==> src/common/bp_cce_cfg_pkg.sv <==
package bp_cce_cfg_pkg;

  localparam int paddr_width_lp     = 32;
  localparam int data_width_lp      = 64;
  localparam int num_lce_lp         = 2;
  localparam int lce_id_width_lp    = $clog2(num_lce_lp);
  localparam int sync_cnt_width_lp  = $clog2(num_lce_lp + 1);
  localparam int mem_credits_lp     = 4;
  localparam int credit_width_lp    = $clog2(mem_credits_lp + 1);
  localparam int fifo_els_lp        = 2;
  localparam int fifo_ptr_width_lp  = $clog2(fifo_els_lp);
  localparam int fifo_cnt_width_lp  = $clog2(fifo_els_lp + 1);
  // 1, 2, 4 or 8 bytes
  localparam int size_width_lp      = 2;

endpackage

==> src/common/bp_cce_msg_pkg.sv <==
package bp_cce_msg_pkg;
  import bp_cce_cfg_pkg::*;

  typedef enum logic [0:0] {
    e_lce_req_uc_rd = 1'b0,
    e_lce_req_uc_wr = 1'b1
  } lce_req_type_e;

  typedef enum logic [1:0] {
    e_lce_cmd_sync       = 2'd0,
    e_lce_cmd_uc_data    = 2'd1,
    e_lce_cmd_uc_st_done = 2'd2
  } lce_cmd_type_e;

  typedef enum logic [0:0] {
    e_mem_uc_rd = 1'b0,
    e_mem_uc_wr = 1'b1
  } mem_cmd_type_e;

  typedef struct packed {
    lce_req_type_e                msg_type;
    logic [lce_id_width_lp-1:0]   src_id;
    logic [paddr_width_lp-1:0]    addr;
    logic [size_width_lp-1:0]     size;
  } lce_req_header_s;

  // Sync acks only
  typedef struct packed {
    logic [lce_id_width_lp-1:0]   src_id;
  } lce_resp_header_s;

  typedef struct packed {
    lce_cmd_type_e                msg_type;
    logic [lce_id_width_lp-1:0]   dst_id;
    logic [paddr_width_lp-1:0]    addr;
    logic [size_width_lp-1:0]     size;
  } lce_cmd_header_s;

  // Shared by memory commands and responses
  typedef struct packed {
    mem_cmd_type_e                msg_type;
    logic [lce_id_width_lp-1:0]   lce_id;
    logic [paddr_width_lp-1:0]    addr;
    logic [size_width_lp-1:0]     size;
  } mem_header_s;

  typedef struct packed {
    mem_header_s                  header;
    logic [data_width_lp-1:0]     data;
  } mem_msg_s;

  typedef struct packed {
    lce_cmd_header_s              header;
    logic [data_width_lp-1:0]     data;
  } lce_cmd_msg_s;

endpackage

==> src/common/lce_cmd_if.sv <==
`timescale 1ns/1ns

interface lce_cmd_if
  import bp_cce_msg_pkg::*;
  (input logic clk_i);

  lce_cmd_msg_s msg;
  logic         v;
  logic         ready_and;

  modport source (input clk_i, output msg, output v, input ready_and);
  modport sink (input clk_i, input msg, input v, output ready_and);

endinterface

==> src/bp_cce_msg_fifo.sv <==
`timescale 1ns/1ns

module bp_cce_msg_fifo
  import bp_cce_cfg_pkg::*;
  #(parameter type payload_t = bp_cce_msg_pkg::mem_msg_s)
  (input                clk_i
   , input              reset_i
   , input payload_t    data_i
   , input              v_i
   , output logic       ready_and_o
   , output payload_t   data_o
   , output logic       v_o
   , input              ready_and_i
   );

  payload_t mem_r [fifo_els_lp];
  logic [fifo_ptr_width_lp-1:0] wptr_r, rptr_r;
  logic [fifo_cnt_width_lp-1:0] count_r;
  logic enq, deq;

  assign ready_and_o = (count_r != fifo_cnt_width_lp'(fifo_els_lp));
  assign v_o         = (count_r != '0);
  assign data_o      = mem_r[rptr_r];
  assign enq         = v_i & ready_and_o;
  assign deq         = v_o & ready_and_i;

  always_ff @(posedge clk_i) begin
    if (enq) begin
      mem_r[wptr_r] <= data_i;
    end
  end

  always_ff @(posedge clk_i) begin
    if (reset_i) begin
      wptr_r  <= '0;
      rptr_r  <= '0;
      count_r <= '0;
    end else begin
      if (enq) begin
        wptr_r <= (wptr_r == fifo_ptr_width_lp'(fifo_els_lp - 1)) ? '0 : wptr_r + 1'b1;
      end
      if (deq) begin
        rptr_r <= (rptr_r == fifo_ptr_width_lp'(fifo_els_lp - 1)) ? '0 : rptr_r + 1'b1;
      end
      // Simultaneous push and pop leaves the count alone
      if (enq & ~deq) begin
        count_r <= count_r + 1'b1;
      end else if (deq & ~enq) begin
        count_r <= count_r - 1'b1;
      end
    end
  end

endmodule

==> src/bp_cce_sync_ctrl.sv <==
`timescale 1ns/1ns

module bp_cce_sync_ctrl
  import bp_cce_cfg_pkg::*;
  import bp_cce_msg_pkg::*;
  (input                       clk_i
   , input                     reset_i
   , input lce_resp_header_s   lce_resp_header_i
   , input                     lce_resp_v_i
   , output logic              lce_resp_ready_and_o
   , lce_cmd_if.source         cmd_o
   , output logic              sync_done_o
   );

  typedef enum logic [1:0] {e_send, e_wait, e_done} state_e;

  state_e state_r;
  logic [lce_id_width_lp-1:0] lce_idx_r;
  logic [sync_cnt_width_lp-1:0] ack_cnt_r;
  logic cmd_fire, ack_synced, ack_fire, last_lce, last_ack;

  // Acks absorbed whenever out of reset
  assign lce_resp_ready_and_o = ~reset_i;

  assign cmd_fire   = cmd_o.v & cmd_o.ready_and;
  // Ignore acks from an LCE that has not seen its sync yet
  assign ack_synced = (state_r != e_send) | (lce_resp_header_i.src_id < lce_idx_r);
  assign ack_fire   = lce_resp_v_i & lce_resp_ready_and_o & ack_synced & (state_r != e_done);
  assign last_lce   = (lce_idx_r == lce_id_width_lp'(num_lce_lp - 1));
  assign last_ack   = (ack_cnt_r == sync_cnt_width_lp'(num_lce_lp - 1));

  always_comb begin
    cmd_o.msg                 = '0;
    cmd_o.msg.header.msg_type = e_lce_cmd_sync;
    cmd_o.msg.header.dst_id   = lce_idx_r;
  end

  // First sync goes out in the cycle after reset
  assign cmd_o.v     = (state_r == e_send) & ~reset_i;
  assign sync_done_o = (state_r == e_done);

  always_ff @(posedge clk_i) begin
    if (reset_i) begin
      state_r   <= e_send;
      lce_idx_r <= '0;
      ack_cnt_r <= '0;
    end else begin
      if (ack_fire) begin
        ack_cnt_r <= ack_cnt_r + 1'b1;
      end
      case (state_r)
        e_send: begin
          if (cmd_fire) begin
            if (last_lce) begin
              state_r <= e_wait;
            end else begin
              lce_idx_r <= lce_idx_r + 1'b1;
            end
          end
        end
        e_wait: begin
          if (ack_fire & last_ack) begin
            state_r <= e_done;
          end
        end
        default: begin
          state_r <= e_done;
        end
      endcase
    end
  end

endmodule

==> src/bp_cce_lce_cmd_arb.sv <==
`timescale 1ns/1ns

module bp_cce_lce_cmd_arb
  import bp_cce_cfg_pkg::*;
  import bp_cce_msg_pkg::*;
  (input                                 clk_i
   , input                               reset_i
   , lce_cmd_if.sink                     src0_i
   , lce_cmd_if.sink                     src1_i
   , output lce_cmd_header_s             lce_cmd_header_o
   , output logic [data_width_lp-1:0]    lce_cmd_data_o
   , output logic                        lce_cmd_v_o
   , input                               lce_cmd_ready_and_i
   );

  logic last_grant1_r;
  logic locked_r, locked_grant1_r;
  logic pick1, grant0, grant1;
  lce_cmd_msg_s msg_sel;

  // Source 1 wins a tie only when source 0 went last
  assign pick1  = ~src0_i.v | ~last_grant1_r;
  // Stalled grant is held so the output stays stable
  assign grant1 = src1_i.v & (locked_r ? locked_grant1_r : pick1);
  assign grant0 = src0_i.v & ~grant1;

  assign msg_sel          = grant1 ? src1_i.msg : src0_i.msg;
  assign lce_cmd_header_o = msg_sel.header;
  assign lce_cmd_data_o   = msg_sel.data;
  assign lce_cmd_v_o      = grant0 | grant1;

  assign src0_i.ready_and = grant0 & lce_cmd_ready_and_i;
  assign src1_i.ready_and = grant1 & lce_cmd_ready_and_i;

  always_ff @(posedge clk_i) begin
    if (reset_i) begin
      last_grant1_r   <= 1'b1;
      locked_r        <= 1'b0;
      locked_grant1_r <= 1'b0;
    end else if (lce_cmd_v_o & lce_cmd_ready_and_i) begin
      last_grant1_r <= grant1;
      locked_r      <= 1'b0;
    end else if (lce_cmd_v_o) begin
      locked_r        <= 1'b1;
      locked_grant1_r <= grant1;
    end
  end

endmodule

==> src/uc/bp_cce_mem_credits.sv <==
`timescale 1ns/1ns

module bp_cce_mem_credits
  import bp_cce_cfg_pkg::*;
  (input           clk_i
   , input         reset_i
   , input         consume_i
   , input         return_i
   , output logic  credit_avail_o
   );

  logic [credit_width_lp-1:0] count_r;

  assign credit_avail_o = (count_r < credit_width_lp'(mem_credits_lp));

  always_ff @(posedge clk_i) begin
    if (reset_i) begin
      count_r <= '0;
    end else if (consume_i & ~return_i) begin
      count_r <= count_r + 1'b1;
    end else if (return_i & ~consume_i) begin
      count_r <= count_r - 1'b1;
    end
  end

endmodule

==> src/uc/bp_cce_uc_req_pipe.sv <==
`timescale 1ns/1ns

module bp_cce_uc_req_pipe
  import bp_cce_cfg_pkg::*;
  import bp_cce_msg_pkg::*;
  (input                                 clk_i
   , input                               reset_i
   , input                               sync_done_i
   , input                               credit_avail_i
   , output logic                        credit_consume_o
   , input lce_req_header_s              lce_req_header_i
   , input [data_width_lp-1:0]           lce_req_data_i
   , input                               lce_req_v_i
   , output logic                        lce_req_ready_and_o
   , output mem_header_s                 mem_cmd_header_o
   , output logic [data_width_lp-1:0]    mem_cmd_data_o
   , output logic                        mem_cmd_v_o
   , input                               mem_cmd_ready_and_i
   );

  mem_msg_s req_msg, cmd_msg;
  logic fifo_ready, req_allowed;

  // No requests before sync, and none past the credit limit
  assign req_allowed         = sync_done_i & credit_avail_i;
  assign lce_req_ready_and_o = req_allowed & fifo_ready;
  assign credit_consume_o    = lce_req_v_i & lce_req_ready_and_o;

  always_comb begin
    req_msg.header.msg_type = (lce_req_header_i.msg_type == e_lce_req_uc_wr)
                              ? e_mem_uc_wr : e_mem_uc_rd;
    req_msg.header.lce_id   = lce_req_header_i.src_id;
    req_msg.header.addr     = lce_req_header_i.addr;
    req_msg.header.size     = lce_req_header_i.size;
    req_msg.data            = lce_req_data_i;
  end

  bp_cce_msg_fifo #(.payload_t(mem_msg_s)) cmd_fifo
   (.clk_i(clk_i)
    ,.reset_i(reset_i)
    ,.data_i(req_msg)
    ,.v_i(lce_req_v_i & req_allowed)
    ,.ready_and_o(fifo_ready)
    ,.data_o(cmd_msg)
    ,.v_o(mem_cmd_v_o)
    ,.ready_and_i(mem_cmd_ready_and_i)
    );

  assign mem_cmd_header_o = cmd_msg.header;
  assign mem_cmd_data_o   = cmd_msg.data;

endmodule

==> src/uc/bp_cce_mem_resp_pipe.sv <==
`timescale 1ns/1ns

module bp_cce_mem_resp_pipe
  import bp_cce_cfg_pkg::*;
  import bp_cce_msg_pkg::*;
  (input                                 clk_i
   , input                               reset_i
   , input mem_header_s                  mem_resp_header_i
   , input [data_width_lp-1:0]           mem_resp_data_i
   , input                               mem_resp_v_i
   , output logic                        mem_resp_ready_and_o
   , output logic                        credit_return_o
   , lce_cmd_if.source                   cmd_o
   );

  lce_cmd_msg_s resp_msg;
  logic is_write;

  assign is_write        = (mem_resp_header_i.msg_type == e_mem_uc_wr);
  assign credit_return_o = mem_resp_v_i & mem_resp_ready_and_o;

  // Route back to the requesting LCE
  always_comb begin
    resp_msg.header.msg_type = is_write ? e_lce_cmd_uc_st_done : e_lce_cmd_uc_data;
    resp_msg.header.dst_id   = mem_resp_header_i.lce_id;
    resp_msg.header.addr     = mem_resp_header_i.addr;
    resp_msg.header.size     = mem_resp_header_i.size;
    // Store done carries no data
    resp_msg.data            = is_write ? '0 : mem_resp_data_i;
  end

  bp_cce_msg_fifo #(.payload_t(lce_cmd_msg_s)) cmd_fifo
   (.clk_i(clk_i)
    ,.reset_i(reset_i)
    ,.data_i(resp_msg)
    ,.v_i(mem_resp_v_i)
    ,.ready_and_o(mem_resp_ready_and_o)
    ,.data_o(cmd_o.msg)
    ,.v_o(cmd_o.v)
    ,.ready_and_i(cmd_o.ready_and)
    );

endmodule

==> src/bp_cce_uc.sv <==
`timescale 1ns/1ns

module bp_cce_uc
  import bp_cce_cfg_pkg::*;
  import bp_cce_msg_pkg::*;
  (input                                 clk_i
   , input                               reset_i

   , input lce_req_header_s              lce_req_header_i
   , input [data_width_lp-1:0]           lce_req_data_i
   , input                               lce_req_v_i
   , output logic                        lce_req_ready_and_o

   , input lce_resp_header_s             lce_resp_header_i
   , input                               lce_resp_v_i
   , output logic                        lce_resp_ready_and_o

   , output lce_cmd_header_s             lce_cmd_header_o
   , output logic [data_width_lp-1:0]    lce_cmd_data_o
   , output logic                        lce_cmd_v_o
   , input                               lce_cmd_ready_and_i

   , output mem_header_s                 mem_cmd_header_o
   , output logic [data_width_lp-1:0]    mem_cmd_data_o
   , output logic                        mem_cmd_v_o
   , input                               mem_cmd_ready_and_i

   , input mem_header_s                  mem_resp_header_i
   , input [data_width_lp-1:0]           mem_resp_data_i
   , input                               mem_resp_v_i
   , output logic                        mem_resp_ready_and_o
   );

  logic sync_done, credit_avail, credit_consume, credit_return;

  lce_cmd_if sync_cmd_if (.clk_i(clk_i));
  lce_cmd_if resp_cmd_if (.clk_i(clk_i));

  bp_cce_sync_ctrl sync_ctrl
   (.clk_i(clk_i)
    ,.reset_i(reset_i)
    ,.lce_resp_header_i(lce_resp_header_i)
    ,.lce_resp_v_i(lce_resp_v_i)
    ,.lce_resp_ready_and_o(lce_resp_ready_and_o)
    ,.cmd_o(sync_cmd_if.source)
    ,.sync_done_o(sync_done)
    );

  bp_cce_mem_credits mem_credits
   (.clk_i(clk_i)
    ,.reset_i(reset_i)
    ,.consume_i(credit_consume)
    ,.return_i(credit_return)
    ,.credit_avail_o(credit_avail)
    );

  bp_cce_uc_req_pipe req_pipe
   (.clk_i(clk_i)
    ,.reset_i(reset_i)
    ,.sync_done_i(sync_done)
    ,.credit_avail_i(credit_avail)
    ,.credit_consume_o(credit_consume)
    ,.lce_req_header_i(lce_req_header_i)
    ,.lce_req_data_i(lce_req_data_i)
    ,.lce_req_v_i(lce_req_v_i)
    ,.lce_req_ready_and_o(lce_req_ready_and_o)
    ,.mem_cmd_header_o(mem_cmd_header_o)
    ,.mem_cmd_data_o(mem_cmd_data_o)
    ,.mem_cmd_v_o(mem_cmd_v_o)
    ,.mem_cmd_ready_and_i(mem_cmd_ready_and_i)
    );

  bp_cce_mem_resp_pipe mem_resp_pipe
   (.clk_i(clk_i)
    ,.reset_i(reset_i)
    ,.mem_resp_header_i(mem_resp_header_i)
    ,.mem_resp_data_i(mem_resp_data_i)
    ,.mem_resp_v_i(mem_resp_v_i)
    ,.mem_resp_ready_and_o(mem_resp_ready_and_o)
    ,.credit_return_o(credit_return)
    ,.cmd_o(resp_cmd_if.source)
    );

  // Sync commands on port 0, memory responses on port 1
  bp_cce_lce_cmd_arb lce_cmd_arb
   (.clk_i(clk_i)
    ,.reset_i(reset_i)
    ,.src0_i(sync_cmd_if.sink)
    ,.src1_i(resp_cmd_if.sink)
    ,.lce_cmd_header_o(lce_cmd_header_o)
    ,.lce_cmd_data_o(lce_cmd_data_o)
    ,.lce_cmd_v_o(lce_cmd_v_o)
    ,.lce_cmd_ready_and_i(lce_cmd_ready_and_i)
    );

endmodule

==> config.mk <==
export PLATFORM = sky130hd
export DESIGN_NAME = bp_cce_uc
export DESIGN_NICKNAME = d
export VERILOG_FILES = /design/src/common/bp_cce_cfg_pkg.sv /design/src/common/bp_cce_msg_pkg.sv /design/src/common/lce_cmd_if.sv /design/src/bp_cce_msg_fifo.sv /design/src/bp_cce_sync_ctrl.sv /design/src/bp_cce_lce_cmd_arb.sv /design/src/uc/bp_cce_mem_credits.sv /design/src/uc/bp_cce_uc_req_pipe.sv /design/src/uc/bp_cce_mem_resp_pipe.sv /design/src/bp_cce_uc.sv
export SDC_FILE = /design/constraint.sdc
export NUM_CORES = 1
export LEC_CHECK = 0
export BUFFER_PORTS_ARGS = -buffer_cell sky130_fd_sc_hd__buf_2
export CAP_MARGIN = 0
export CORE_ASPECT_RATIO = 0.75
export CORE_MARGIN = 3
export CORE_UTILIZATION = 53
export DETAILED_ROUTE_END_ITERATION = 8
export GPL_TIMING_DRIVEN = 0
export PLACE_DENSITY = 0.91
export SYNTH_ARGS = -nofsm -noshare
export SYNTH_HDL_FRONTEND = slang
export SYNTH_SLANG_ARGS = --single-unit
==> constraint.sdc <==
create_clock -name clk_i -period 7.35 [get_ports clk_i]
set_input_delay 1.47 -clock clk_i [delete_from_list [all_inputs] [get_ports clk_i]]
set_output_delay 1.47 -clock clk_i [all_outputs]
set_load 0.03 [all_outputs]
==> results.ini <==
[status]
status = complete, no violations

[placement]
dpl.hpwl_mm = 28.0
place_area_um2 = 19000
portBuffers = 413
place.gp.congestion = 0.807

[sta]
rsz0062_at_grt = false
slew_viol_final = 0
finalCritPeriodShare_pct = 63.7
fin_skew_ns = 0.0263
clock.fmax_mhz = 214
tightest_slew_ns = 0.884
finalSetupTns_ns = 0
finalSetupViolCount = 0
hold_viol = 0
slew_headroom_pct = 41.0
min_period_ns = 4.68

[worst_setup_path]
worstPathMaxFanout = 10
r2r-start = mem_resp_pipe.cmd_fifo.count_r[0]
critPathBufInv = 5
reg2reg_slack_ns = 4.79
path_cells = buf_2, or3_1, clkbuf_1, o221ai_4, buf_4, buf_6, nor2_1, buf_2
reg2reg_to = mem_resp_pipe.cmd_fifo.mem_r[0][16]
critical_path.most_common_cell = buf_2
ff2ff_path_depth = 7
cpPeakStageDelay_ns = 0.35
end_kind = primary output
arrival_ns = 3.21
slowest_stage = o221ai_4
critPathLaunchType = input pin
required_ns = 5.88
crit_type = input pin to primary output
critPathTopFamily = buffers and inverters

[yosys]
synth_nets = 1133
synth_top_area_cell = edfxtp_1
ys_warn_count = 0
synthesis.area_um2 = 16200
ys_seq_area_share_pct = 77.3
synth_cell_type_count = 32
yosysTopAreaCellShare_pct = 74.7
ys_ff_latch = 423
syn_avg_cell_area_um2 = 17.6
synthTopCellsByArea = edfxtp_1 75%, mux2_2 7.0%, mux2i_1 6.3%
synthCells = 920

[global_route]
grt_usage_pct = 22.8
grt_pass1_wl_mm = 56.8
antenna_found_initial = 7
globalRoute.totalOverflow = 0
grt_max_degree = 63
grt_pass1_vias = 10200

[floorplanning]
die_area_um2 = 32700
fp-row-count = 54
dieWidth_um = 208
design.core.area_um2 = 29500
initial_core_util_pct = 54.8
die_h_um = 157
io_pins = 414

[clock_tree]
cts-resized-gates = 0
cts_root_buf = clkbuf_16
clk-insertion-delay-late_ns = 0.54
hold_buffers = 0
cts_tree = built
htree_levels = 2
clockBufferDepth = 3
cts.sinks = 423
clkTransAtPathRegs_ns = 0.06
cts_buffers = 40
cts_setup_buffers = 0

[detailed_routing]
drc = 0
ant_nets = 0
first_pass_iters = 5
vias = 9708
wl_mm = 39.3
drt_iter0_drc = 687
viasPerCell = 5.35
wire_per_inst_um = 21.7

[pwr]
power_leakage_nw = 7.57
ir_worst_vdd_mv = 0.250
power_density_nw_per_um2 = 359

[worst_hold_path]
hold_end = lce_cmd_arb.locked_grant1_r
min_from = lce_cmd_arb.locked_grant1_r
hold_depth = 2
holdCritPathClass = flip-flop to flip-flop

[flow_run]
max_cap_viol_count = 0

[layout]
final_area_um2 = 20200
final_nets = 1598
drive_above_1_share_pct = 42.3
final_util_pct = 68.4
syn_to_final_growth_pct = 25.0
multi_input_area_um2 = 3450
fillers = 1893
seq_area_um2 = 12500

## placed cells by master, fill, tap and decap left out, types with 21 or more instances in the layout
cell type / instances
clkbuf_16: 42
nor2b_1: 65
edfxtp_1: 402
nor2_1: 114
mux2_2: 100
buf_2: 419
mux2i_1: 102
clkbuf_1: 40
dfxtp_1: 21
## how the worst max path moves through the flow
| stage | startpoint | end | slack (ns) | cells past startpoint |
|---|---|---|---|---|
| 6_report | reset_i | lce_cmd_header_o[22] | 2.67 | 8 |
| 5_1_grt | reset_i | lce_cmd_header_o[34] | 2.51 | 8 |
| 4_1_cts | reset_i | lce_cmd_header_o[22] | 2.62 | 8 |
| 3_3_place_gp | mem_resp_v_i | mem_resp_pipe.cmd_fifo.mem_r[0][12] | -1.55 | 3 |
| 3_5_place_dp | reset_i | lce_cmd_data_o[11] | 2.63 | 8 |
| 2_1_floorplan | lce_req_v_i | req_pipe.cmd_fifo.mem_r[0][0] | 0.93 | 2 |
## flip-flops by register name, indices dropped and copies added (netlist names), 2 cells and up, named ones only
register,count
mem_resp_pipe.cmd_fifo.mem_r,202
sync_ctrl.state_r,2
sync_ctrl.ack_cnt_r,2
mem_resp_pipe.cmd_fifo.count_r,2
mem_credits.count_r,3
req_pipe.cmd_fifo.mem_r,200
req_pipe.cmd_fifo.count_r,2
## kinds of logic after synthesis
family / share of synthesized area (%)
buffers and inverters: 1.53
AND/OR/NAND/NOR: 6.09
XOR/XNOR: 0.542
AO/OA/AOI/OAI: 0.851
adder cells (fa/ha/maj): 0.433
multiplexers: 13.3
flip-flops: 77.3
## stage by stage
stage | total power, mW | setup WS (ns) | std cells | hold slack [ns]
floorplan | 4.63 | 0.925 | 920 | 0.435
global placement | 5.30 | -1.55 | 1725 | 0.449
detailed placement | 5.35 | 2.63 | 1735 | 0.463
CTS | 7.31 | 2.62 | 1807 | 0.473
global route | 7.54 | 2.51 | 1810 | 0.493
finish | 7.26 | 2.67 | 1813 | 0.479
## per-layer routing
metal	wire (µm)	share of wire [%]	track usage, %
met2	20500	52	40.2
met4	1550	3.9	10.3
met1	14700	37	27.3
met5	23	0.059	0
met3	2570	6.5	5.22
## area by class of cell
class,instances,area share [%]
Multi-Input combinational cell,444,17.1
Clock buffer,53,5.46
Clock inverter,19,0.644
Buffer,44,1.06
Tap cell,392,2.43
Timing Repair Buffer,423,11.3
Antenna cell,6,0.0743
Sequential cell,423,61.8
Inverter,9,0.167
## cell usage after synthesis (all sizes together)
master    n
mux2i   102
a211oi    1
fa        1
edfxtp  402
o21ai     9
ha        4
nand2     5
nor2    117
clkbuf   30
a21oi     8
nand2b    5
xor2      9
dfxtp    21
or2       2
nor2b    65
xnor2     1
nand3     1
nand4     1
o32ai     1
buf      14
o221ai    1
inv       9
nor3b     1
a32o      1
nor3      1
nor4b     1
mux2    100
and3      2
or3       5
## worst min-delay path, cell delays in order, from the launching register on
cell and delay (ns):
dfxtp_1 0.32, nand2_1 0.06, o32ai_1 0.06
## where the power goes
part	internal [mW]	switching, mW	total [mW]	leakage (nW)
Clock	1.10	0.860	1.96	0.604
Sequential	2.91	0.0748	2.99	3.89
Combinational	0.741	1.58	2.32	3.08
Total	4.75	2.51	7.26	7.57
(Power assumes the default switching activity.)
